**config.mk**
```make
export PLATFORM = sky130hd
export DESIGN_NAME = cart_loader
export DESIGN_NICKNAME = d
export VERILOG_FILES = /design/src/verilog/gba_save_pkg.sv /design/src/verilog/cart_loader.sv
export SDC_FILE = /design/constraint.sdc
export NUM_CORES = 1
export LEC_CHECK = 0
export BUFFER_PORTS_ARGS = -buffer_cell sky130_fd_sc_hd__clkbuf_2
export CAP_MARGIN = 15
export CORE_MARGIN = 5
export CORE_UTILIZATION = 30
export DETAILED_ROUTE_END_ITERATION = 8
export GPL_TIMING_DRIVEN = 0
export PLACE_DENSITY = 0.62
export SLEW_MARGIN = 10
export SYNTH_ARGS = -nofsm -noshare
export SYNTH_HDL_FRONTEND = slang
export SYNTH_SLANG_ARGS = --single-unit
```
**constraint.sdc**
```tcl
create_clock -name clk_sys -period 2.1 [get_ports clk_sys]
set_clock_uncertainty 0.15 [all_clocks]
set_input_delay 0.21 -clock clk_sys [delete_from_list [all_inputs] [get_ports clk_sys]]
set_output_delay 0.21 -clock clk_sys [all_outputs]
set_load 0.02 [all_outputs]
```
**src/verilog/gba_save_pkg.sv**
```systemverilog
package gba_save_pkg;

	// ============================================================
	// Widths and constants
	// ============================================================
	localparam int dl_addr_w   = 27;   // Download byte address
	localparam int bios_addr_w = 12;   // BIOS 32-bit word address
	localparam int buf_addr_w  = 8;    // 256 halfwords per sector
	localparam int lba_w       = 8;    // Up to 256 sectors of backup

	localparam logic [7:0] bios_index = 8'd0;   // All ones is the code class, dropped here

	// Save size masks, in sectors minus one
	localparam logic [7:0] sz_eeprom = 8'h0F;
	localparam logic [7:0] sz_sram   = 8'h3F;
	localparam logic [7:0] sz_flash  = 8'h7F;   // Bit 7 comes from the 1M marker

	localparam logic [71:0] flash_marker = "FLASH1M_V";

	// ============================================================
	// Types
	// ============================================================

	// One download word, seen as a BIOS halfword or as two cart bytes
	typedef union packed {
		logic [15:0] half;
		struct packed {
			logic [7:0] hi_byte;
			logic [7:0] lo_byte;
		} bytes;
	} dl_word_t;

	typedef struct packed {
		logic                 download;
		logic [7:0]           index;
		logic [dl_addr_w-1:0] addr;
		logic                 wr;
		dl_word_t             dout;
	} dl_port_t;

	typedef struct packed {
		logic                   wr;
		logic [bios_addr_w-1:0] addr;
		logic [31:0]            data;
	} bios_wr_t;

	typedef struct packed {
		logic bus_req;
		logic eeprom;
		logic sram;
		logic flash;
	} save_evt_t;

	typedef struct packed {
		logic        mounted;
		logic        readonly;
		logic [63:0] size;    // Bytes
	} img_t;

	typedef struct packed {
		logic             rd;
		logic             wr;
		logic [lba_w-1:0] lba;
	} sd_req_t;

	typedef struct packed {
		logic                          req;     // One cycle per word
		logic                          rnw;     // High on save
		logic [lba_w+buf_addr_w-1:0]   addr;    // {lba, word}
		logic [15:0]                   wdata;
	} mem_req_t;

endpackage

```
**src/verilog/cart_loader.sv**
```systemverilog
`timescale 1ns/1ps

module cart_loader
	import gba_save_pkg::*;
(
	input  logic        clk_sys,
	input  logic        arst_n,
	input  dl_port_t    dl,
	output bios_wr_t    bios,
	output logic        cart_busy,
	output logic        cart_done,
	output logic [24:0] max_pak_addr,
	output logic        flash_1m
);

	logic                   bios_busy;     // BIOS class, registered
	logic                   cart_busy_d;   // For edge detection
	logic                   cart_wr;
	logic [dl_addr_w-1:0]   last_addr;
	logic [63:0]            history;       // Last eight cart bytes
	logic                   bios_wr;
	logic [bios_addr_w-1:0] bios_addr;
	logic [31:0]            bios_data;

	// ============================================================
	// Download class
	// ============================================================
	always_ff @(posedge clk_sys or negedge arst_n) begin
		if (!arst_n) begin
			bios_busy   <= 1'b0;
			cart_busy   <= 1'b0;
			cart_busy_d <= 1'b0;
		end else begin
			bios_busy   <= dl.download & (dl.index == bios_index);
			cart_busy   <= dl.download & ~&dl.index & (dl.index != bios_index);
			cart_busy_d <= cart_busy;
		end
	end

	assign cart_done = cart_busy_d & ~cart_busy;   // Falling edge of cart_busy
	assign cart_wr   = cart_busy & dl.wr;

	// Address still holds the last written byte when the download ends
	always_ff @(posedge clk_sys) begin
		if (cart_done) last_addr <= dl.addr;
	end

	assign max_pak_addr = last_addr[26:2];   // Word address for the core

	// ============================================================
	// FLASH1M_V search
	// ============================================================
	always_ff @(posedge clk_sys or negedge arst_n) begin
		if (!arst_n) begin
			flash_1m <= 1'b0;
			history  <= '0;
		end else begin
			if (cart_busy & ~cart_busy_d) begin
				flash_1m <= 1'b0;   // New cart, forget the old marker
				history  <= '0;
			end else if (cart_wr) begin
				// Marker may end on either byte of the halfword
				if ({history, dl.dout.bytes.lo_byte} == flash_marker) flash_1m <= 1'b1;
				if ({history[55:0], dl.dout.bytes.lo_byte, dl.dout.bytes.hi_byte}
						== flash_marker) flash_1m <= 1'b1;
				history <= {history[47:0], dl.dout.bytes.lo_byte, dl.dout.bytes.hi_byte};
			end
		end
	end

	// ============================================================
	// BIOS word assembly
	// ============================================================
	always_ff @(posedge clk_sys or negedge arst_n) begin
		if (!arst_n) bios_wr <= 1'b0;
		else         bios_wr <= bios_busy & dl.wr & dl.addr[1];   // Upper half completes a word
	end

	always_ff @(posedge clk_sys) begin
		if (bios_busy & dl.wr) begin
			if (!dl.addr[1]) begin
				bios_data[15:0] <= dl.dout.half;
			end else begin
				bios_data[31:16] <= dl.dout.half;
				bios_addr        <= dl.addr[13:2];
			end
		end
	end

	assign bios = '{wr: bios_wr, addr: bios_addr, data: bios_data};

endmodule

```
## After elaboration in Yosys (flattened, before gate mapping)

Index checks and enable logic that the tools add are counted.

| word-level totals | value |
|---|---|
| bits in registers | 140 |
| output and inout port bits | 73 |
| logic and storage cells | 38 |

| operators by class | value |
|---|---|
| bitwise gates (word level) | 11 |
| equality and inequality tests | 2 |
| mux-type cells | 6 |
| reduce and logical (&&, ||, !) cells | 9 |

Operators with widths:

| kind | number |
|---|---|
| $eq A72 B71 Y1 const B | 2 |
| $mux W64 | 2 |
| $and A1 B1 Y1 | 8 |
| $logic_not A8 Y1 | 1 |
| $reduce_and A8 Y1 | 1 |
| $reduce_bool A8 Y1 | 1 |
| $reduce_and A2 Y1 | 3 |
| $mux W1 | 4 |
| $not A1 Y1 | 3 |
| $reduce_bool A3 Y1 | 1 |
| $reduce_bool A2 Y1 | 1 |
| $logic_not A1 Y1 | 1 |

## Longest topological paths before layout

| depth | value |
|---|---|
| depth in word-level cells | 5 |
| depth in mapped cells | 5 |
| mapped depth without buffers | 4 |

## Worst setup path before layout

OpenSTA, ideal clock, no wires.

| path | value |
|---|---|
| path kind | register to register |
| from | register cart_busy |
| to | register last_addr[10], enable pin |
| slack | -468 ps |
| cell stages (with the launch flop) | 3 |
| arrival time | 1999 ps |
| buffers on the path | 1 |
| required time | 1531 ps |
| cell sequence | dfrtp_1 clkbuf_1 nor2_1 |

| between the ends | value |
|---|---|
| cells in the longest elaborated chain, start to end | 2 |

RTL lines:

| element | line | source |
|---|---|---|
| start: declaration | cart_loader.sv:10 | `output logic cart_busy,` |
| start signal: assignment | cart_loader.sv:35 | `cart_busy <= dl.download & ~&dl.index & (dl.index != bios_index);` |
| $not A1 Y1 | cart_loader.sv:40 | `assign cart_done = cart_busy_d & ~cart_busy;` |
| $and A1 B1 Y1 | cart_loader.sv:40 |  |
| named net cart_done | cart_loader.sv:11 | `output logic cart_done,` |
| end signal: assignment | cart_loader.sv:45 | `if (cart_done) last_addr <= dl.addr;` |
| end: declaration | cart_loader.sv:19 | `logic [dl_addr_w-1:0] last_addr;` |

The timed path passes the listed nets, and every way through them passes these cells.
A chain may end at the register's enable or synchronous reset.

## Worst setup path in the final report

| path | value |
|---|---|
| from | input port dl[13] (netlist bit) |
| to | register flash_1m |

| between the ends | value |
|---|---|
| cells in the longest elaborated chain, start to end | 4 |
| elaborated cells on any way between the ends | 6 |
| classes of those cells | 1 x eq/ne; 3 x mux; 2 x reduce/logical |

RTL lines:

| element | line | source |
|---|---|---|
| start: declaration | cart_loader.sv:8 | `input dl_port_t dl,` |
| $eq A72 B71 Y1 (*) | cart_loader.sv:65 | `== flash_marker) flash_1m <= 1'b1;` |
| $mux W1 | cart_loader.sv:64 | `if ({history[55:0], dl.dout.bytes.lo_byte, dl.dout.bytes.hi_byte}` |
| $mux W1 | cart_loader.sv:61 | `end else if (cart_wr) begin` |
| $mux W1 | cart_loader.sv:58 | `if (cart_busy & ~cart_busy_d) begin` |
| end signal: assignment | cart_loader.sv:55 | `flash_1m <= 1'b0;` |
| end signal: assignment | cart_loader.sv:59 | `flash_1m <= 1'b0;` |
| end signal: assignment | cart_loader.sv:63 | `if ({history, dl.dout.bytes.lo_byte} == flash_marker) flash_1m <= 1'b1;` |
| end: declaration | cart_loader.sv:13 | `output logic flash_1m` |

Mark *: on every way between the ends. The rest lies on a longest branch, timed or not. The select of a mux whose other input is x is not followed.

==> impl_metrics.csv <==
group,metric,value,unit
run_status,status,"complete, no violations",
grt,antenna_found_initial,0,
synthesis,yosysTopAreaCellShare,0.427,
sta,finalSetupViolCount,0,
clock_network,path_clk_slew,0.06,ns
min_path,hold_path_class,"in2async",
place,place_inst,624,
synthesis,syn_area_per_cell,17.3,sq um
layout,final_area,6910,sq um
layout,utilization,0.435,
layout,fill_cells,1435,
pwr,power_density,910,nW/um^2
grt,grt_pass1_vias,3612,
pwr,ir_worst_vdd,0.616,mV
setup_path,cp-end-kind,"register",
synthesis,synthTopCellsByArea,"edfxtp_1 43%, dfrtp_1 36%, a22o_1 11%, nand4b_1 1.3%, clkbuf_1 1.1%",
layout,fin_nets,531,
grt,grt.overflow.total,0,
sta,max_slew_margin,0.487,
synthesis,synth-seq-cells,138,
setup_path,cp.required,2.27,ns
grt,grt_use_total,0.138,
layout,antenna_cells,0,
grt,grt_start_max_net_pins,43,
layout,syn2layout_area_growth,42.4,%
clock_network,cts_tree,"built",
sta,hold_violations,0,
synthesis,synth_top_cell_by_area,"edfxtp_1",
synthesis,syn_area,4860,sq um
place,portBuffers,125,
synthesis,ys_seq_area_frac,0.782,
place,placed_cell_area,5810,sq um
clock_network,cts_root_buffer,"clkbuf_16",
die,start_util,0.306,
synthesis,synthTopCellsByCount,"69 x dfrtp_1, 69 x edfxtp_1, 61 x a22o_1",
routing,routed_via_density,4.78,
sta,period_minus_slack,2.00,ns
routing,firstDrtPassIters,4,
die,die_y,137,um
clock_network,h-tree-depth,4,
synthesis,synth_nets,335,
clock_network,cts_buffer_depth,2,
sta,post-route-period-util,0.951,
synthesis,synth-edff-count,69,
setup_path,crit_path_start_kind,"input pin",
synthesis,synth_cells,280,
sta,slew_violations,0,
routing,drc,0,
pwr,p_leak,2.96,nW
sta,worst_pin_slew,0.769,ns
routing,vias,3371,
die,die_area,18800,sq um
place,post-dp-hpwl,8.86,mm
setup_path,startpoint,"dl[13]",
setup_path,r2r_start,"history[43]",
sta,rsz0062_at_grt,"no",
die,io_pins,128,
die,chipWidth,137,um
synthesis,ys_warn_count,0,
setup_path,worstPathArrival,2.17,ns
synthesis,synth_flop_cell,"edfxtp_1",
layout,instances_no_fill,705,
routing,drt_iter0_drc,208,
routing,routed_wl,12.6,mm
grt,grt_pass1_wl,19.3,mm
routing,wire_per_inst,17.9,um
clock_network,insertion_delay,0.41,ns
synthesis,ys_async_sr_fraction,0.500,
sta,max_freq,501,MHz
routing,drtAntennaViolNets,0,
die,core.rowCount,46,
run,max_cap_viol_count,0,
setup_path,crit_fanout,4,
die,core_area,15900,sq um
clock_network,cts_buffers,17,
place,gp_congestion,0.860,
setup_path,critical_path_class,"in2reg",
clock_network,clock_sinks,138,
layout,layout-drive-gt1-share,0.346,
synthesis,ys_types,28,
worst max-delay path: stages:
cell and delay [ns]:
dlygate4sd3_1 0.54, clkbuf_2 0.17, or4bb_1 0.52, nor4_2 0.32, nand4_1 0.15, a221oi_2 0.25
cell type report:
| type | count | area [sq um] | share of cell area |
|---|---|---|---|
| timing repair buffer | 177 | 1170 | 0.170 |
| inverter | 3 | 11.3 | 0.00163 |
| sequential | 138 | 3800 | 0.550 |
| tap | 216 | 270 | 0.0391 |
| buffer | 16 | 67.6 | 0.00977 |
| multi-input combinational | 123 | 1010 | 0.146 |
| clock buffer | 18 | 429 | 0.0621 |
| clock inverter | 14 | 154 | 0.0223 |
state kept, by name (all words and copies together), names as in the netlist:
name and cells:
history 64, bios_data 32, last_addr 25, bios_addr 12, bios_busy 1, bios_wr 1
cart_busy 1, cart_busy_d 1, flash_1m 1
metrics by stage:
step	TNS [ns]	setup WS [ns]	power, mW	hold slack, ns
after floorplan	0	0.0355	3.15	-0.236
after global routing	0	0.0261	6.53	0.188
final	0	0.103	6.29	0.136
after detailed placement	0	0.107	3.33	0.0325
after global placement	-15.65	-0.368	3.32	0.239
after CTS	0	0.0147	6.36	0.138
layer usage:
metal  GRT usage  wire [um]  up-vias
li1            -          -     1535
met1       0.167       5160     1694
met2       0.229       6400      127
met3      0.0442        875       15
met4      0.0565        207        0
met5           0          0        -
cell usage in the layout (no fill, tap or decap), types with 4 or more instances in the layout:
cell           Yosys  layout
clkbuf_2           0     125
nand4b_1           7       7
edfxtp_1          69      69
nor3_1             4       4
and3_1             5       4
clkbuf_1          14      12
o21ai_0            5       4
a22o_1            61      61
clkbuf_16          0      17
or4b_1             5       5
dfrtp_1           69      69
clkinv_2           0       5
nor4bb_1           4       4
dlygate4sd3_1      0      48
nor4_1             6       4
timing repair:
item                                   CTS  global route
endpoints found under the hold margin  158             0
setup endpoints to repair                1            44
hold buffers                            50             0
pin swaps                                1             1
setup buffers                            1             0
resized for setup                        1            10
logic make-up (layout without fill, tap and decap cells):
family	count (synthesis)	in the layout	share of synthesized area
AO/OA/AOI/OAI	72	72	0.126
flip-flops	138	138	0.782
AND/OR/NAND/NOR	51	51	0.0760
buffers and inverters	19	228	0.0157
worst paths after layout:
| check | endpoint | slack, ns | depth (start not counted) |
|---|---|---|---|
| worst min-delay path | cart_busy | 0.14 | 2 |
| worst min register to register | cart_busy_d | 0.26 | 0 |
| worst max register to register | flash_1m | 0.18 | 4 |
| min in group clk_sys | history[63] | 0.19 | 4 |
| worst max-delay path | flash_1m | 0.10 | 6 |
| max in group asynchronous | history[25] | 1.11 | 3 |
where the power goes:
group	switching (mW)	internal (mW)
clock	1.08	1.85
combinational	0.198	0.173
sequential	0.0639	2.92
Power figures use the tool's default switching activity.
