### src/verilog/gba_save_pkg.sv
package gba_save_pkg;

	// ============================================================
	// Widths and constants
	// ============================================================
	localparam int dl_addr_w   = 27;   // Download byte address
	localparam int bios_addr_w = 12;   // BIOS 32-bit word address
	localparam int buf_addr_w  = 8;    // 256 halfwords per sector
	localparam int lba_w       = 8;    // Up to 256 sectors of backup

	localparam logic [7:0] bios_index = 8'd0;   // All ones is the code class, dropped here

	// Save size masks, in sectors minus one
	localparam logic [7:0] sz_eeprom = 8'h0F;
	localparam logic [7:0] sz_sram   = 8'h3F;
	localparam logic [7:0] sz_flash  = 8'h7F;   // Bit 7 comes from the 1M marker

	localparam logic [71:0] flash_marker = "FLASH1M_V";

	// ============================================================
	// Types
	// ============================================================

	// One download word, seen as a BIOS halfword or as two cart bytes
	typedef union packed {
		logic [15:0] half;
		struct packed {
			logic [7:0] hi_byte;
			logic [7:0] lo_byte;
		} bytes;
	} dl_word_t;

	typedef struct packed {
		logic                 download;
		logic [7:0]           index;
		logic [dl_addr_w-1:0] addr;
		logic                 wr;
		dl_word_t             dout;
	} dl_port_t;

	typedef struct packed {
		logic                   wr;
		logic [bios_addr_w-1:0] addr;
		logic [31:0]            data;
	} bios_wr_t;

	typedef struct packed {
		logic bus_req;
		logic eeprom;
		logic sram;
		logic flash;
	} save_evt_t;

	typedef struct packed {
		logic        mounted;
		logic        readonly;
		logic [63:0] size;    // Bytes
	} img_t;

	typedef struct packed {
		logic             rd;
		logic             wr;
		logic [lba_w-1:0] lba;
	} sd_req_t;

	typedef struct packed {
		logic                          req;     // One cycle per word
		logic                          rnw;     // High on save
		logic [lba_w+buf_addr_w-1:0]   addr;    // {lba, word}
		logic [15:0]                   wdata;
	} mem_req_t;

endpackage

### src/verilog/block_copier.sv
`timescale 1ns/1ps

module block_copier
	import gba_save_pkg::*;
(
	input  logic                  clk_sys,
	input  logic                  arst_n,
	input  logic                  copy_start,
	input  logic                  loading,
	input  logic                  mem_ack,
	input  logic [lba_w-1:0]      lba,
	input  logic [15:0]           buf_rdata,
	output mem_req_t              mem,
	output logic [buf_addr_w-1:0] buf_addr,
	output logic                  copy_done
);

	logic req;
	logic wait_ack;   // Request out, ack not yet seen

	always_ff @(posedge clk_sys or negedge arst_n) begin
		if (!arst_n) begin
			req       <= 1'b0;
			wait_ack  <= 1'b0;
			buf_addr  <= '0;
			copy_done <= 1'b0;
		end else begin
			req <= 1'b0;   // Single-cycle pulse
			if (!copy_start) begin
				wait_ack  <= 1'b0;
				buf_addr  <= '0;
				copy_done <= 1'b0;
			end else if (!copy_done) begin
				if (!wait_ack) begin
					req      <= 1'b1;
					wait_ack <= 1'b1;
				end else if (mem_ack) begin   // Memory may stall any number of cycles
					wait_ack <= 1'b0;
					if (&buf_addr) copy_done <= 1'b1;
					else           buf_addr  <= buf_addr + 1'b1;
				end
			end
		end
	end

	// Buffer read data is valid by the time req goes out
	assign mem = '{req: req, rnw: ~loading, addr: {lba, buf_addr}, wdata: buf_rdata};

endmodule

### config.mk
export PLATFORM = sky130hd
export DESIGN_NAME = block_copier
export DESIGN_NICKNAME = d
export VERILOG_FILES = /design/src/verilog/gba_save_pkg.sv /design/src/verilog/block_copier.sv
export SDC_FILE = /design/constraint.sdc
export NUM_CORES = 1
export LEC_CHECK = 0
export ABC_AREA = 1
export BUFFER_PORTS_ARGS = -buffer_cell sky130_fd_sc_hd__buf_2
export CAP_MARGIN = 15
export CELL_PAD_IN_SITES_DETAIL_PLACEMENT = 0
export CELL_PAD_IN_SITES_GLOBAL_PLACEMENT = 2
export CORE_AREA = 2 2 100 54
export DETAILED_ROUTE_END_ITERATION = 7
export DIE_AREA = 0 0 102 56
export PLACE_DENSITY = 0.86
export SETUP_SLACK_MARGIN = 0.5
export SYNTH_ARGS = -nofsm -noshare
export SYNTH_HDL_FRONTEND = slang
export SYNTH_SLANG_ARGS = --single-unit
### constraint.sdc
create_clock -name clk_sys -period 1.7 [get_ports clk_sys]
set_input_delay 0.34 -clock clk_sys [delete_from_list [all_inputs] [get_ports clk_sys]]
set_output_delay 0.34 -clock clk_sys [all_outputs]
set_load 0.02 [all_outputs]
After elaboration in Yosys (flattened, before gate mapping)
Index checks and enable logic that the tools add are counted.
{"block": "totals", "in_bits": 29, "output_inout_bits": 43, "register_bits": 11, "elab_cells": 29}
{"block": "op_classes", "reduce_logical": 2, "n_mux": 17, "n_eq_ne": 4, "bitwise": 1, "n_addsub": 1}
{"cell": "$mux 8", "count": 5}
{"cell": "$mux 1", "count": 12}
{"cell": "$add 8x1->8 const B", "count": 1}
{"cell": "$reduce_and 8->1", "count": 1}
{"cell": "$ne 2x1->1 const B", "count": 2}
{"cell": "$ne 2x2->1 const B", "count": 2}
{"cell": "$reduce_and 4->1", "count": 1}
{"cell": "$not 1->1", "count": 1}

Longest topological paths before layout
Gate-level depths: netlist (run 1).
{"block": "logic_depth", "ltp_word": 6, "mapped_depth": 8, "ltp_nobuf": 8}

Worst setup path before layout (run 1)
OpenSTA, ideal clock, no wires.
{"block": "synth_timing", "path_type": "reg2reg", "from": "register buf_addr[0]", "to": "register buf_addr[4]", "period_less_slack_ps": 1361, "path_buffers": 0, "setup_ps": 127, "t_required_ps": 1573, "path_slack_ps": 339, "arrival_time_ps": 1234, "stages_incl_launch_ff": 7, "cell_sequence": "dfrtp_1 > ha_1 > nand2_1 > nor2_1 > nand2_2 > nand2_4 > o21ai_0"}
{"block": "synth_via", "elab_chain_cells": 6, "elab_cells_between_ends": 9, "classes_between": "add/sub: 1; eq/ne: 1; mux: 5; reduce/logical: 2"}
{"item": "start, declared", "line_no": "block_copier.sv:14", "source": "output logic [buf_addr_w-1:0] buf_addr,"}
{"item": "start signal, assigned", "line_no": "block_copier.sv:40", "source": "else buf_addr <= buf_addr + 1'b1;"}
{"item": "$add 8x1->8", "line_no": "block_copier.sv:40"}
{"item": "$mux 8", "line_no": "block_copier.sv:39", "source": "if (&buf_addr) copy_done <= 1'b1;"}
{"item": "$mux 8", "line_no": "block_copier.sv:37", "source": "end else if (mem_ack) begin"}
{"item": "$mux 8", "line_no": "block_copier.sv:34", "source": "if (!wait_ack) begin"}
{"item": "$mux 8", "line_no": "block_copier.sv:33", "source": "end else if (!copy_done) begin"}
{"item": "$mux 8", "line_no": "block_copier.sv:29", "source": "if (!copy_start) begin"}
Several ways; a longest one is shown, not always the timed one. The select of a mux whose other input is x is not followed.
A chain may end at the register's enable or synchronous reset.

Worst setup path in the final report (run 1)
{"block": "layout_timing", "from": "register buf_addr[3]", "to": "output buf_addr[3]"}
No word-level cell between the ends.

==> summary.md, run 1 <==
| Metric | Value |
|---|---|
| Status | finished, final reports clean |
| Die Y | 56 um |
| I/O Buffers | 23 |
| Reg2reg start | buf_addr[0] |
| Row count | 18 |
| Worst slew margin | between 80 and 90% |
| Crit path DAT | between 800 and 900 ps |
| GRT met2 Usage | 8.365% |
| Gr busiest metal | met1 |
| CTS buffer count | 3 |
| Starting Density | between 15 and 20% |
| Area Overhead vs Synth | 29.29% |
| Placeable Area | 0.004775 mm^2 |
| Cell family with most CP delay | flip-flops |
| End of the critical path | buf_addr[3] |
| Die area | 0.005712 mm^2 |
| Most common cell after layout, fill and taps aside | nand2_1 |
| Worst slew pin tran | around 280 ps |
| Layout Nets | ~150 |
| DRC viols | 0 |
| Final min period | 1221 ps |
| GRT met3 Usage | 4.146% |
| Deepest clock path buffer count | 2 |
| Largest net degree at the start of global routing | 12 |
| Final worst-path cycle share | 71.85% |
| Top post-synthesis cells by area | dfrtp_1, buf_4, nand2_1 |
| CTS tree | yes |
| Seq/Total Area, Yosys | 32.54% |
| Cell taking the most area after synthesis | dfrtp_1 |
| Reg-to-reg setup timing slack | 490 ps |
| Mapped Area | ~850 um^2 |
| Syn. warnings | 0 |
| Switch share | 28.80% |
| Fmax achieved | 0.8187 GHz |
| Switching component of the power | 0.0002091 W |
| Leak pwr | 0.5366 nW |
| Worst path cell trace | buf_2 |
| Peak supply drop | 231.1 uV |
| Clock sink count | 11 |
| Syn_area_per_cell | approximately 7.6 um^2 |
| ANT cells | 0 |
| Root Buffer | clkbuf_8 |
| First-pass GRT wire length | 3.256 mm |
| Post-synth cell types | 20 |
| Seq pwr share | 41.3% |
| Clock power share | between 30 and 40% |
| Overflow left after global routing | 0 |
| RSZ-0062 raised after global routing | yes |
| Final setup skew | about 1.1 ps |
| Crit path from | buf_addr[3] |
| Max-slew violations | 0 |
| Pre-antenna DRT Iters | 4 |
| Ports | 72 |
| Final worst-path setup slack | 478.5 ps |
| # setup viols final | 0 |
| Min-Delay Path Class | in2reg |
| Worst path slowest cell | dfrtp_2 |
| Vias in the first global route | 588 |
| Most frequent cells in the layout | nand2_1, buf_2, buf_6, buf_4 |
| Crit Path Class | reg2out |
| Stages on the worst setup path | 1 |
| Vias | about 700 |
| Flop and latch count out of synthesis | 11 |
| Req. time, crit path | 1360 ps |
| Worst skew pair latency | 240 ps |
| Share of layout cells above drive strength 1 | about 48% |
| Critical path fanouts, max | 8 |
| Crit path buf inv count | 1 |
| Post-Syn Nets | 142 |
| Max-cap check violation count | 0 |
| Worst Setup End Kind | output pin |
| Total Routing Usage GR | under 10% |
| Detailed Route WL | ~2.1 mm |
| Syn Inst Count | 112 |
| Power Dens Cells | 663.9 mW/mm^2 |
| FF-to-FF path depth | 8 |
| Initial antenna violation count | 0 |
| Final HPWL DP | 1.500 mm |
| Comb pwr share | about a fifth |
| TNS Setup | 0 ps |
| RePlAce Congestion | 0.7485 |
| Met1 Track Usage GR | 12.51% |
| Startpoint type of the worst setup path | flop |
| Die Wd | 102 um |
| Fillers | 546 |
| Reg2reg end | buf_addr[5] |
| Internal | around 0.00052 W |
| Synth top area share | between 30% and 40% |
| Hold Fails Final Rpt | 0 |
| Starting DRT DRC Count | 48 |
| Clock transition at path regs | 50 ps |
| Post-placement setup slack | 448.0 ps |
| Via density | 3.700 |
| DR WL/cell | 11.11 um |
| Final ANT Viol Nets | 0 |
| H-tree levels | 1 |
| Slowest stage delay, CP | about 460 ps |
[what timing repair did]
action,in CTS,in global routing
setup endpoints to repair,24,24
endpoints found under the hold margin,11,0
setup buffers,7,5
resized for setup,20,18
pin swaps,4,4
hold buffers,1,0
gates cloned,1,0
[worst min-delay path by stage]
stage	startpoint	end	slack (ps)	depth (start not counted)
6_report	mem_ack	copy_done	410	3
3_5_place_dp	arst_n	buf_addr[3]	240	1
3_3_place_gp	arst_n	buf_addr[2]	230	1
5_1_grt	mem_ack	copy_done	430	3
2_1_floorplan	arst_n	buf_addr[0]	40	0
4_1_cts	mem_ack	copy_done	440	3
[routing by layer]
layer,wire (um),up-vias
met3,192,2
li1,-,338
met1,1241,329
met2,668,34
met4,9,0
met5,0,-
[power groups by stage]
| stage | combinational, W | clock [W] | sequential, W |
|---|---|---|---|
| global placement | 0.000111 | 0 | 0.000303 |
| CTS | 0.000138 | 0.000279 | 0.000300 |
| floorplan | 0.000153 | 0 | 0.000312 |
| finish | 0.000156 | 0.000270 | 0.000300 |
| detailed placement | 0.000111 | 0 | 0.000303 |
| global route | 0.000173 | 0.000295 | 0.000304 |
[cell type report]
cell class                 count  area, um^2  area share [%]
clock buffer                   4       45.04           4.119
timing repair buffer          36       295.3           27.00
multi-input combinational     60       346.6           31.69
sequential                    11       285.3           26.09
inverter                       9       33.78           3.089
tap                           70       87.58           8.009
[synthesized netlist by cell type, drive strengths merged]
master,instances
nor2,7
o22ai,1
nand2,30
nand4,2
dfrtp,11
buf,33
o21ai,7
nor3,1
nand3,6
a21o,1
ha,1
xor2,1
o21bai,1
inv,9
or2,1
[state kept, by name, summed over array words and instances (netlist names)]
register	count
buf_addr	8
copy_done	1
req	1
wait_ack	1
[stage by stage]
step | power, W | utilization, % | cells | hold WS [ps] | cell area [um^2]
after floorplan | 0.0004647 | - | 112 | 44.41 | 873.3
after detailed placement | 0.0004145 | 17.35 | 172 | 237.6 | 828.3
final | 0.0007260 | 22.90 | 190 | 410.3 | 1094
after CTS | 0.0007165 | 20.99 | 185 | 441.4 | 1002
after global routing | 0.0007716 | 22.90 | 190 | 431.3 | 1094
after global placement | 0.0004145 | 17.35 | 172 | 230.8 | 828.3
[logic make-up (layout without fill, tap and decap cells)]
family | count (synthesis) | count (layout) | share of synthesized area, %
and+or+nand+nor | 47 | 48 | 24.56
buffers and inverters | 42 | 49 | 33.28
DFF | 11 | 11 | 32.54
AOI/OAI and AO/OA | 10 | 10 | 7.101
adders and majority gates | 1 | 1 | 1.479
xor gates and xnor gates | 1 | 1 | 1.036
(Power assumes the default switching activity.)
==> inputs of run 2 (changes only) <==
--- a/config.mk
+++ b/config.mk
@@ -10,10 +10,10 @@
 export CAP_MARGIN = 15
 export CELL_PAD_IN_SITES_DETAIL_PLACEMENT = 0
 export CELL_PAD_IN_SITES_GLOBAL_PLACEMENT = 2
-export CORE_AREA = 2 2 100 54
+export CORE_AREA = 2 2 106 57
 export DETAILED_ROUTE_END_ITERATION = 7
-export DIE_AREA = 0 0 102 56
-export PLACE_DENSITY = 0.86
+export DIE_AREA = 0 0 108 59
+export PLACE_DENSITY = 0.81
 export SETUP_SLACK_MARGIN = 0.5
 export SYNTH_ARGS = -nofsm -noshare
 export SYNTH_HDL_FRONTEND = slang
==> constraint.sdc (replaced) <==
create_clock -name clk_sys -period 1.09 [get_ports clk_sys]
set_input_delay 0.218 -clock clk_sys [delete_from_list [all_inputs] [get_ports clk_sys]]
set_output_delay 0.218 -clock clk_sys [all_outputs]
set_load 0.02 [all_outputs]
==> run 2 against run 1 <==
Compared with the run above: the flow now finishes with violations (negative hold slack, negative setup slack); sequential cell count unchanged; non-clock buffer count increased by 7; first-iteration DRC count decreased by 85%; power grew 62%; clock power increased by 51%; count of clock-buffer cells in the layout down 1; die area up 12%; final area increased by 12%; global-route usage down 1.6 points; critical path depth is 4 higher; worst setup slack worse by 560 ps; critical path type is now reg2reg.
==> summary.md, run 2 (synthesis results as in run 1) <==
| Metric | Value |
|---|---|
| Clock transition at path regs | 50 ps (about the same) |
| Clock sink count | 11 (unchanged) |
| Status | complete, but fails checks |
| Starting DRT DRC Count | 7 (-85%) |
| Worst slew margin | 80.08% (-1.2 points) |
| RePlAce Congestion | 0.7262 (-3.0%) |
| H-tree levels | 1 (unchanged) |
| Worst slew pin tran | 297.6 ps (+17.28 ps) |
| Peak supply drop | 283.7 uV (+23%) |
| Detailed Route WL | 1.880 mm (-11%) |
| Share of layout cells above drive strength 1 | 55.12% (+6.8 points) |
| Worst Setup End Kind | flop |
| Startpoint type of the worst setup path | flop |
| Number of flip-flops in the largest register | 8 (unchanged) |
| Vias in the first global route | 707 (+20%) |
| I/O Buffers | 23 (unchanged) |
| Final worst-path setup slack | -79.95 ps (-558.5 ps) |
| RSZ-0062 raised after global routing | yes |
| Hold Fails Final Rpt | 11 (+11) |
| Overflow left after global routing | 0 (unchanged) |
| Placed insts | 186 (+8.1%) |
| Req. time, crit path | 1260 ps (-100 ps) |
| Final worst-path cycle share | 107.3% |
| Via density | 3.615 (-2.3%) |
| Total Routing Usage GR | 6.142% (-1.6 points) |
| Storage cell area | 286.5 um^2 (+0.44%) |
| Min-Delay Path Class | in2async |
| Failing checks | negative hold slack, negative setup slack |
| Row count | 19 (+1) |
| Fmax achieved | 0.8547 GHz |
| Max-slew violations | 0 (unchanged) |
| Worst skew pair latency | 240 ps (about the same) |
| Fillers | 583 (+6.8%) |
| Vias | 723 (+2.8%) |
| Layout Cells excl Fill | 200 (+5.3%) |
| Leak pwr | 0.5903 nW (+10%) |
| Hold slack | -157.9 ps (-568.2 ps) |
| Placeable Area | 0.005349 mm^2 (+12%) |
| DRC viols | 0 (unchanged) |
| Layout Nets | 158 (+4.6%) |
| Pre-antenna DRT Iters | 4 (unchanged) |
| Final setup skew | 4.982 ps (+3.845 ps) |
| CTS tree | yes |
| Crit Path Class | reg2reg |
| Die area | 0.006372 mm^2 (+12%) |
| Area Overhead vs Synth | 44.53% |
| Final ANT Viol Nets | 0 (unchanged) |
| Power Dens Cells | 963.1 mW/mm^2 (+45%) |
| Deepest clock path buffer count | 2 (unchanged) |
| First-pass GRT wire length | 3.139 mm (-3.6%) |
| Critical path fanouts, max | 6 (-2) |
| Reg2reg start | copy_done |
| Final HPWL DP | 1.381 mm (-7.9%) |
| Initial antenna violation count | 0 (unchanged) |
| ANT cells | 0 (unchanged) |
| Final min period | 1170 ps |
| Crit path from | copy_done |
| Starting Density | 15.81% (-1.9 points) |
| Multi-input gate area | 347.8 um^2 (+0.36%) |
| # setup viols final | 23 (+23) |
| Post-Place Cell Area | 935.9 um^2 (+13%) |
| Final Cell Area | 0.001222 mm^2 (+12%) |
| Root Buffer | clkbuf_8 |
| Top reg by flops | buf_addr |
| Max-cap check violation count | 0 (unchanged) |
| Die Wd | 108 um (+5.9%) |
| CTS buffer count | 3 (unchanged) |
| Most frequent cells in the layout | buf_6, nand2_1, buf_4 |
| Most common cell after layout, fill and taps aside | buf_6 |
| DR WL/cell | 9.400 um (-15%) |
| Crit path DAT | 1340 ps (+460 ps) |
| Die Y | 59 um (+5.4%) |
| Ports | 72 (unchanged) |
| Largest net degree at the start of global routing | 12 (unchanged) |
[run 2: through the flow]
step | utilization [%] | hold WS [ps] | worst slack [ps] | TNS [ps] | total power (W)
6_report | 22.85 | -157.9 | -79.95 | -1216 | 0.001177
5_1_grt | 22.85 | -136.7 | -167.0 | -2231 | 0.001238
4_1_cts | 22.62 | -150.8 | -74.41 | -1256 | 0.001173
3_5_place_dp | 17.50 | 101.2 | -94.71 | -667.3 | 0.0006883
3_3_place_gp | 17.50 | 101.0 | -91.95 | -523.7 | 0.0006906
2_1_floorplan | - | -77.59 | -81.47 | -575.4 | 0.0007357
[run 2: routing by layer]
metal  vias to the layer above  global-route usage [%]  routed length [um]
met1                       338                   7.186                 808
met4                         0                   3.114                  12
met5                         -                       0                   0
met2                        31                   11.32                 971
li1                        350                       -                   -
met3                         4                  0.7692                  87
[run 2: power breakdown]
group / total, W / switching, W / leakage (nW) / internal [W]
clock: 0.000408 / 0.000157 / 0.0255 / 0.000251
combinational: 0.000310 / 0.000146 / 0.431 / 0.000164
sequential: 0.000460 / 0.0000270 / 0.134 / 0.000433
total: 0.00118 / 0.000329 / 0.590 / 0.000848
[run 2: layout make-up]
class | instances | share of cell area, %
flip-flops and latches | 11 | 23.44
well taps | 73 | 7.472
clock buffers | 3 | 3.378
inverters | 9 | 2.764
multi-input cells | 60 | 28.45
clock inverters | 1 | 0.4094
repair buffers | 43 | 34.08
[run 2: path summary, 6_finish.rpt]
kind	end	slack [ps]	depth (start not counted)
min	wait_ack	-160	1
max	buf_addr[7]	-80	5
max reg2reg	buf_addr[7]	-80	5
max in group asynchronous	buf_addr[5]	1020	1
min in group clk_sys	req	280	3
min reg2reg	req	520	1
[run 2: critical path: stages, from the launching register on]
cell	delay, ps
dfrtp_2	440
o21ai_4	300
nand3_2	150
inv_2	100
nand2_1	50
nand2_1	60
[run 2: repair_timing]
| action | 4_1_cts | 5_1_grt |
|---|---|---|
| resized for setup | 49 | 2 |
| endpoints found under the setup margin | 30 | 30 |
| hold endpoints to repair | 11 | 11 |
| buffers inserted | 8 | 1 |
| pin swaps | 6 | 2 |
| cloned | 1 | 0 |
