==> src/verilog/gba_save_pkg.sv <==
package gba_save_pkg;

	// ============================================================
	// Widths and constants
	// ============================================================
	localparam int dl_addr_w   = 27;   // Download byte address
	localparam int bios_addr_w = 12;   // BIOS 32-bit word address
	localparam int buf_addr_w  = 8;    // 256 halfwords per sector
	localparam int lba_w       = 8;    // Up to 256 sectors of backup

	localparam logic [7:0] bios_index = 8'd0;   // All ones is the code class, dropped here

	// Save size masks, in sectors minus one
	localparam logic [7:0] sz_eeprom = 8'h0F;
	localparam logic [7:0] sz_sram   = 8'h3F;
	localparam logic [7:0] sz_flash  = 8'h7F;   // Bit 7 comes from the 1M marker

	localparam logic [71:0] flash_marker = "FLASH1M_V";

	// ============================================================
	// Types
	// ============================================================

	// One download word, seen as a BIOS halfword or as two cart bytes
	typedef union packed {
		logic [15:0] half;
		struct packed {
			logic [7:0] hi_byte;
			logic [7:0] lo_byte;
		} bytes;
	} dl_word_t;

	typedef struct packed {
		logic                 download;
		logic [7:0]           index;
		logic [dl_addr_w-1:0] addr;
		logic                 wr;
		dl_word_t             dout;
	} dl_port_t;

	typedef struct packed {
		logic                   wr;
		logic [bios_addr_w-1:0] addr;
		logic [31:0]            data;
	} bios_wr_t;

	typedef struct packed {
		logic bus_req;
		logic eeprom;
		logic sram;
		logic flash;
	} save_evt_t;

	typedef struct packed {
		logic        mounted;
		logic        readonly;
		logic [63:0] size;    // Bytes
	} img_t;

	typedef struct packed {
		logic             rd;
		logic             wr;
		logic [lba_w-1:0] lba;
	} sd_req_t;

	typedef struct packed {
		logic                          req;     // One cycle per word
		logic                          rnw;     // High on save
		logic [lba_w+buf_addr_w-1:0]   addr;    // {lba, word}
		logic [15:0]                   wdata;
	} mem_req_t;

endpackage

==> src/verilog/backup_ctrl.sv <==
`timescale 1ns/1ps

module backup_ctrl
	import gba_save_pkg::*;
(
	input  logic       clk_sys,
	input  logic       arst_n,
	input  logic       load_req,
	input  logic       save_req,
	input  logic       cart_done,
	input  logic       bk_ena,
	input  logic       bk_pending,
	input  logic [7:0] save_sz,
	input  logic       sd_ack,
	input  logic       copy_done,
	output sd_req_t    sd,
	output logic       copy_start,
	output logic       loading,
	output logic       bk_busy
);

	// Same three steps, read in a different order for load and save
	typedef enum logic [1:0] {
		step_begin,
		step_hold,
		step_finish
	} step_t;

	step_t            step;
	logic             load_d;
	logic             save_d;
	logic             ack_d;
	logic             load_rise;
	logic             save_rise;
	logic             ack_rise;
	logic             ack_fall;
	logic             sd_rd;
	logic             sd_wr;
	logic [lba_w-1:0] lba;

	assign load_rise = load_req & ~load_d & bk_ena;
	assign save_rise = save_req & ~save_d & bk_ena & bk_pending;   // Nothing to save otherwise
	assign ack_rise  = sd_ack & ~ack_d;
	assign ack_fall  = ack_d & ~sd_ack;   // Sector finished

	assign sd = '{rd: sd_rd, wr: sd_wr, lba: lba};

	always_ff @(posedge clk_sys or negedge arst_n) begin
		if (!arst_n) begin
			step       <= step_begin;
			load_d     <= 1'b0;
			save_d     <= 1'b0;
			ack_d      <= 1'b0;
			sd_rd      <= 1'b0;
			sd_wr      <= 1'b0;
			lba        <= '0;
			copy_start <= 1'b0;
			loading    <= 1'b0;
			bk_busy    <= 1'b0;
		end else begin
			load_d <= load_req;
			save_d <= save_req;
			ack_d  <= sd_ack;

			// Request held until the SD side takes it
			if (ack_rise) begin
				sd_rd <= 1'b0;
				sd_wr <= 1'b0;
			end

			// ============================================================
			// Idle
			// ============================================================
			if (!bk_busy) begin
				copy_start <= 1'b0;
				step       <= step_begin;
				lba        <= '0;
				loading    <= load_rise | cart_done;   // Auto load after each cart
				if (load_rise | save_rise | cart_done) bk_busy <= 1'b1;

			// ============================================================
			// Load: SD read, then copy buffer to memory
			// ============================================================
			end else if (loading) begin
				case (step)
					step_begin: begin
						sd_rd <= 1'b1;
						step  <= step_hold;
					end
					step_hold: if (ack_fall) begin
						copy_start <= 1'b1;
						step       <= step_finish;
					end
					step_finish: if (copy_done) begin
						copy_start <= 1'b0;
						step       <= step_begin;
						lba        <= lba + 1'b1;
						if (&lba) bk_busy <= 1'b0;   // Always the full 256 sectors
					end
					default: step <= step_begin;
				endcase

			// Save: copy memory to buffer, then SD write
			end else begin
				case (step)
					step_begin: begin
						copy_start <= 1'b1;
						step       <= step_hold;
					end
					step_hold: if (copy_done) begin
						copy_start <= 1'b0;
						sd_wr      <= 1'b1;
						step       <= step_finish;
					end
					step_finish: if (ack_fall) begin
						step <= step_begin;
						lba  <= lba + 1'b1;
						if (lba == save_sz) bk_busy <= 1'b0;   // Only the used part
					end
					default: step <= step_begin;
				endcase
			end
		end
	end

endmodule

==> config.mk <==
export PLATFORM = sky130hd
export DESIGN_NAME = backup_ctrl
export DESIGN_NICKNAME = d
export VERILOG_FILES = /design/src/verilog/gba_save_pkg.sv /design/src/verilog/backup_ctrl.sv
export SDC_FILE = /design/constraint.sdc
export NUM_CORES = 1
export LEC_CHECK = 0
export ABC_CLOCK_PERIOD_IN_PS = 2700
export BUFFER_PORTS_ARGS = -buffer_cell sky130_fd_sc_hd__buf_4
export CAP_MARGIN = 5
export CORE_ASPECT_RATIO = 2
export CORE_MARGIN = 4
export CORE_UTILIZATION = 35
export CTS_BUF_LIST = sky130_fd_sc_hd__clkbuf_16
export CTS_CLUSTER_SIZE = 14
export DETAILED_ROUTE_END_ITERATION = 10
export PLACE_DENSITY = 0.61
export SYNTH_ARGS = -nofsm -noshare
export SYNTH_HDL_FRONTEND = slang
export SYNTH_SLANG_ARGS = --single-unit
==> constraint.sdc <==
create_clock -name clk_sys -period 2.7 [get_ports clk_sys]
set_input_delay 0.135 -clock clk_sys [delete_from_list [all_inputs] [get_ports clk_sys]]
set_output_delay 0.135 -clock clk_sys [all_outputs]
set_load 0.03 [all_outputs]
-- Word-level counts from Yosys, hierarchy flattened
Cells that the tools add are included.
Widths: inputs -> output; s select.
- flip-flop bits (word level): 18
- bits in latches: 0
- bits in writable memories: 0
- bits in read-only memories: 0
- output and inout port bits: 13
- logic and storage cells: 80
- memories kept: 0
- add/sub/neg operators: 1
- multiply operators: 0
- divide/modulo/power cells: 0
- magnitude comparators: 0
- equal/unequal tests: 12
- shifts and indexed selects: 0
- mux-type cells: 38
- bitwise operators: 14
- reductions and logical operators: 5
- operators by type and width (kind ; number):
    $mux 8 ; 6
    $mux 1 ; 22
    $ne 4x4->1 const B ; 4
    $mux 2 ; 6
    $pmux 2 s3 ; 2
    $add 8x1->8 const B ; 1
    $eq 8x8->1 ; 1
    $ne 4x2->1 const B ; 2
    $reduce_and 8->1 ; 1
    $and 1x1->1 ; 7
    $reduce_and 3->1 ; 2
    $not 1->1 ; 4
    $pmux 1 s2 ; 2
    $reduce_and 4->1 ; 1
    $ne 3x2->1 const B ; 1
    $ne 3x3->1 const B ; 1
    $or 1x1->1 ; 3
    $eq 2x1->1 const B ; 1
    $eq 2x2->1 const B ; 1
    $logic_not 2->1 ; 1
    $ne 2x1->1 const B ; 1

-- Depth between registers and ports, before layout
Gate-level depths: netlist of the first run.
- word-level depth: 8
- gate-level depth with buffers: 6
- gate-level depth less buffers: 6

-- Worst setup path after synthesis of the first run
OpenSTA, ideal clock, no wires.
- path type: reg-to-reg
- start point: register loading
- end point: register lba[4]
- arrival time: 1.744 ns
- slack: 0.878 ns
- stages on the path, launching flop included: 6
- path buffers: 1
- period minus slack after synthesis: 1.822 ns
- cell sequence: dfrtp_1 -> buf_6 -> or3b_4 -> a21o_4 -> or3_1 -> a21boi_1
- longest elaborated chain between the ends: 2
- ends and longest elaborated chain (item ; line ; RTL):
    start: declaration ; backup_ctrl.sv:18 ; output logic loading,
    start signal: assignment ; backup_ctrl.sv:78 ; loading <= load_rise | cart_done;
    $ne 3x2->1 (no line), or another cell as far along ; n/a ;
    $reduce_and 3->1 (no line) / $mux 8 (equally long branches) ; n/a ;
    end signal: assignment ; backup_ctrl.sv:97 ; lba <= lba + 1'b1;
    end signal: assignment ; backup_ctrl.sv:117 ; lba <= lba + 1'b1;
    end: declaration ; backup_ctrl.sv:39 ; logic [lba_w-1:0] lba;
Several ways; a longest one is shown, not always the timed one.
A chain may end at the register's enable or synchronous reset.

-- Worst setup path in the final report of the first run
- start point: register step[0]
- end point: register lba[5]
- longest elaborated chain between the ends: 3
- ends and longest elaborated chain (item ; line ; RTL):
    start: declaration ; backup_ctrl.sv:29 ; step_t step;
    start signal: assignment ; backup_ctrl.sv:50 ; step <= step_begin;
    start signal: assignment ; backup_ctrl.sv:76 ; step <= step_begin;
    start signal: assignment ; backup_ctrl.sv:88 ; step <= step_hold;
    $eq 2x2->1 ; backup_ctrl.sv:85, backup_ctrl.sv:105 ;
    $ne 2x1->1 (no line) ; n/a ;
    $reduce_and 3->1 (no line) ; n/a ;
Every way passes these cells.

==> metrics, run 1 <==
Async S/R FF share, synth 100%; chip height 86.3 um; hold_ws 0.00167 ns; final setup fails 0; vias per inst 5.42; Critical path buffers and inverters 1; RSZ-0062 raised after global routing false; Rows 28; crit start category register; Critical Path Slowest Stage Cell dfrtp_1; Layout fillers 287; mapped cell area 1070 um^2; critical path class register to register; Clock Sink Count 18; Worst-Margin Slew 0.635 ns; Post-Place Setup Slack 0.856 ns; largest net degree at the start of global routing 25; final setup TNS 0 ns; Initial Util 36.5%; cells after synthesis 107; Power Density 953 nW/um^2; Critical Path AT 2.02 ns; Worst Skew 0.00201 ns; cts bufs inserted 3; CTS tree built; Fmax 0.542 GHz; vias in the first global route 926; outcome complete, no violations; Core Footprint 2940 um^2; routed wire length 2410 um; syn nets 129; relative slew slack 57.6%; Vias 899; top cells by area, synth dfrtp_1 (42%), xnor2_1 (6.5%), ha_1 (5.8%); post-CTS setup buffer count 0; Max Root-Sink Buffers 2; number of synthesized register bits 18; Leakage 0.000664 uW; Die W 47.2 um; worst skew pair latency 0.25 ns; first-pass GRT wire length 4130 um; Residual DRC 0; DR iter-0 viols 15; Routability Congestion 0.790; number of diodes 0; synthesized area per cell 10.0 um^2; CP max stage delay 0.39 ns; final worst-path cycle share 68.3%; Final Hold Violating Endpoints 0; Clock transition at path regs 0.05 ns; distinct cell type count of the synthesized netlist 34; sequential area share after synthesis 42.0%; Final min period 1.84 ns; GR Overflow Total 0; area leader, netlist dfrtp_1; Finished Layout Cells 166; Top FF cell, synth dfrtp_1; H-tree levels 1; Final nets 160; top cells by count, synth dfrtp_1 (18), nand2_1 (12), xnor2_1 (8); PortBufs 29; Critical Path Sink Type register; placed cell count 161; First-pass DRT Iterations 4; Synth top area share 42.0%; WP data required 2.87 ns; area grow syn2layout 29.5%; Max VDD drop 0.514 mV; Max-Cap Viols 0; CTS root buf clkbuf_16; Yosys warnings 0; final worst setup slack 0.856 ns; gr usage total 14.0%; Detailed Place HPWL 1880 um; worst path cell trace inv_1 -> ha_1 -> and2b_2 -> a211oi_1 -> and3_1 -> mux2i_1; EDFF count, synth 0; CP delay by family, top simple AND/OR/NAND/NOR gates; I/O pin count 30; count leader, synth dfrtp_1; Slew Viols, Final 0; layout cell share with drive strength beyond 1 27.2%; Hold Crit Class primary input to register; die area 4070 um^2; initial antenna violation count 0; DRT antenna net count 0; critical path fanouts, max 5; drt wl/cell 14.5 um; Pwr Total 1320 uW
## power by group
| part | total [uW] | internal, uW | switching [uW] |
|---|---|---|---|
| clock | 294 | 195 | 98.6 |
| combinational | 585 | 261 | 323 |
| sequential | 446 | 350 | 96.7 |
| total | 1320 | 806 | 518 |
## worst paths after layout
| path | startpoint | to | slack, ns | cells past startpoint |
|---|---|---|---|---|
| hold reg to reg | sd_rd | sd_rd | 0.50 | 1 |
| hold / removal | load_req | load_d | 0.002 | 1 |
| setup reg to reg | step[0] | lba[5] | 0.86 | 6 |
| max in group asynchronous | arst_n | bk_busy | 2.21 | 2 |
| min in group asynchronous | arst_n | sd_wr | 0.29 | 2 |
| setup / recovery | step[0] | lba[5] | 0.86 | 6 |
## worst register-to-register path: stages, from the launching register on
cell	delay [ns]
dfrtp_1	0.39
inv_1	0.11
ha_1	0.24
and2b_2	0.25
a211oi_1	0.37
and3_1	0.23
mux2i_1	0.17
## timing repair
action                                 CTS  global route
endpoints found under the hold margin   19             0
hold buffers                             2             0
resized for setup                        0             0
## registers in the layout, indices dropped and copies added (netlist names)
register    cells
save_d          1
ack_d           1
load_d          1
step            2
lba             8
sd_rd           1
copy_start      1
sd_wr           1
bk_busy         1
loading         1
## cells in the final DEF, fill, tap and decap left out, types with 5 or more instances in the layout
master    count
buf_4        29
dfrtp_1      18
nand2_1      12
xnor2_1       8
o21ai_0       6
mux2i_1       6
inv_1         5
nand2b_1      5
ha_1          5
## cells by family (layout without fill, tap and decap cells)
family / count (synthesis) / after routing / synth area share, %
and+or+nand+nor: 38 / 38 / 19.7
AOI/OAI and AO/OA: 21 / 21 / 14.7
DFF: 18 / 18 / 42.0
buffers and inverters: 10 / 39 / 4.90
xor gates and xnor gates: 9 / 9 / 7.34
muxes: 6 / 6 / 5.59
adders and majority gates: 5 / 5 / 5.83
## layout make-up
class                      count  area [um^2]  share of cell area [%]
clock buffer                   3         75.1                    5.40
inverter                       5         18.8                    1.35
multi-input combinational     79          571                    41.0
sequential                    18          450                    32.4
tap                           30         37.5                    2.70
timing repair buffer          31          238                    17.1
## per-layer routing
| layer | share of wire, % | GRT usage (%) | vias to the layer above | wire length (um) |
|---|---|---|---|---|
| met3 | 5.2 | 2.08 | 5 | 124 |
| met1 | 37 | 16.6 | 429 | 897 |
| met2 | 55 | 23.7 | 27 | 1330 |
| met4 | 2.2 | 6.05 | 0 | 52 |
| li1 | - | - | 438 | - |
| met5 | 0 | 0 | - | 0 |
## through the flow
| stage | cell area, um^2 | utilization (%) |
|---|---|---|
| after global placement | 1290 | 44.0 |
| after floorplan | 1070 | - |
| after CTS | 1390 | 47.2 |
| after global routing | 1390 | 47.2 |
| final | 1390 | 47.2 |
| after detailed placement | 1290 | 44.0 |
No activity file was read; power rests on OpenSTA's default activity.
==> run 2: changes to the inputs <==
--- a/config.mk
+++ b/config.mk
@@ -5,7 +5,7 @@
 export SDC_FILE = /design/constraint.sdc
 export NUM_CORES = 1
 export LEC_CHECK = 0
-export ABC_CLOCK_PERIOD_IN_PS = 2700
+export ABC_CLOCK_PERIOD_IN_PS = 1900
 export BUFFER_PORTS_ARGS = -buffer_cell sky130_fd_sc_hd__buf_4
 export CAP_MARGIN = 5
 export CORE_ASPECT_RATIO = 2
==> constraint.sdc (replaced) <==
create_clock -name clk_sys -period 1.9 [get_ports clk_sys]
set_input_delay 0.095 -clock clk_sys [delete_from_list [all_inputs] [get_ports clk_sys]]
set_output_delay 0.095 -clock clk_sys [all_outputs]
set_load 0.03 [all_outputs]
==> metrics, run 2 (synthesized netlist as in run 1, its figures left out) <==
Hold Crit Class primary input to register; DRT antenna net count 0 (unchanged); First-pass DRT Iterations 4 (unchanged); area grow syn2layout 33.2%; Switch Pwr 758 uW (+46%); switching share of power 39.6% (+0.46 points); most common cell after layout, fill and taps aside buf_4; number of diodes 0 (unchanged); RR Startpoint step[0]; Clock transition at path regs 0.05 ns (about the same); I/O pin count 30 (unchanged); gr usage total 15.1% (+1.1 points); part of the power in the clock network 21.9% (-0.3 points); Final nets 164 (+2.5%); Clock Sink Count 18 (unchanged); Max-Cap Viols 0 (unchanged); Initial Util 36.5% (unchanged); Worst-Margin Slew 0.394 ns (-0.241 ns); Placement Cell Area 1310 um^2 (+1.2%); met1 Use GR 16.6% (+0.044 points); fin util 48.6% (+1.4 points); Int Pwr 1160 uW (+43%); Worst setup endpoint lba[4]; drt wl/cell 15.8 um (+9.3%); GR Util met2 26.3% (+2.6 points); largest net degree at the start of global routing 19 (-24%); relative slew slack 73.5% (+16 points); max reg flops 8 (unchanged); post-CTS setup buffer count 0 (unchanged); Max VDD drop 0.670 mV (+30%); cts bufs inserted 3 (unchanged); R2R setup slack 0.14 ns (-0.72 ns); Residual DRC 0 (unchanged); crit start category register; Leakage 0.000681 uW (+2.6%); Layout fillers 301 (+4.9%); Comb power frac 45.2% (+1.1 points); placed cell count 163 (+1.2%); Finished Layout Cells 170 (+2.4%); critical path class register to register; GR Overflow Total 0 (unchanged); busiest grt layer met2; CTS tree built; Finished Cell Area 1430 um^2 (+2.9%); die area 4070 um^2 (unchanged); Critical Path Sink Type register; routed wire length 2690 um (+12%); final setup TNS 0 ns (unchanged); WP data required 2.08 ns (-0.79 ns); first-pass GRT wire length 4320 um (+4.5%); vias per inst 5.29 (-2.2%); initial antenna violation count 0 (unchanged); GRT met3 Usage 2.91% (+0.83 points); Power Density 1340 nW/um^2 (+40%); Die W 47.2 um (unchanged); Worst Skew 0.00409 ns (+0.00207 ns); Final min period 1.76 ns (-0.0797 ns); final setup fails 0 (unchanged); Pwr Total 1910 uW (+44%); most frequent cells in the layout buf_4 (31), dfrtp_1 (18), nand2_1 (12); outcome complete, no violations; Reg power frac 32.9% (-0.8 points); Max Root-Sink Buffers 2 (unchanged); largest register by flop count lba; Final Hold Violating Endpoints 0 (unchanged); Fmax 0.567 GHz (+4.5%); vias in the first global route 896 (-3.2%); H-tree levels 1 (unchanged); Critical Path AT 1.94 ns (-0.08 ns); Crit. Startpoint step[0]; CTS root buf clkbuf_16; final worst-path cycle share 92.9% (+25 points); layout cell share with drive strength beyond 1 28.6% (+1.4 points); RR Endpoint lba[4]; DR iter-0 viols 20 (+5); chip height 86.3 um (unchanged); biggest registers after layout lba x8, step x2; Vias 900 (+0.11%); Detailed Place HPWL 2040 um (+8.4%); Routability Congestion 0.796 (+0.72%); PortBufs 29 (unchanged); critical path fanouts, max 10 (+5); Worst R2R Path Depth 6 (unchanged); worst skew pair latency 0.25 ns (about the same); Core Footprint 2940 um^2 (unchanged); Rows 28 (unchanged); Slew Viols, Final 0 (unchanged); RSZ-0062 raised after global routing false
## run 2: changes by cell type in the layout (fill, tap and decap cells not counted)
cell / before / now
a211oi_2: 0 / 1
dlygate4sd3_1: 2 / 4
buf_4: 29 / 31
a211oi_1: 1 / 0
## run 2: through the flow
step	setup slack, ns	hold slack [ns]
2_1_floorplan	0.0780	-0.201
3_3_place_gp	0.163	-0.0138
3_5_place_dp	0.0482	-0.0162
4_1_cts	0.0402	0.159
5_1_grt	0.0470	0.188
6_report	0.136	0.152
## run 2: repair_timing
| action | in CTS | in global routing |
|---|---|---|
| resized for setup | 0 | 1 |
| endpoints found under the setup margin | 0 | 2 |
| hold endpoints to repair | 21 | 0 |
| hold buffers | 4 | 0 |
## run 2: how the worst min path moves through the flow
stage | end | from | slack, ns | cells after the start
floorplan | ack_d | arst_n | -0.20 | 0
global placement | copy_start | arst_n | -0.01 | 1
detailed placement | copy_start | arst_n | -0.02 | 1
CTS | sd_wr | copy_done | 0.16 | 2
global route | sd_wr | copy_done | 0.19 | 2
finish | sd_wr | copy_done | 0.15 | 2
## run 2: power by group through the flow
stage | clock network [uW] | registers (uW) | logic, uW
after detailed placement | 0 | 635 | 862
final | 419 | 629 | 865
after global placement | 0 | 628 | 837
after floorplan | 0 | 742 | 480
after CTS | 424 | 629 | 872
after global routing | 445 | 650 | 943
## run 2: metal layers
metal	routed length (um)	vias up
li1	-	442
met1	998	432
met2	1500	22
met3	128	4
met4	62	0
met5	0	-
## run 2: critical path: stages, from the launching register on
cell and delay (ns):
dfrtp_1 0.40, inv_1 0.11, ha_1 0.23, and2b_2 0.26, a21o_4 0.22, or3_1 0.35
a21boi_1 0.14
## run 2: area by class of cell
cell class	instances	area, um^2	area share, %
clock buffers	3	75.1	5.25
inverters	5	18.8	1.31
multi-input cells	79	576	40.2
flip-flops and latches	18	450	31.5
well taps	30	37.5	2.62
repair buffers	35	273	19.1
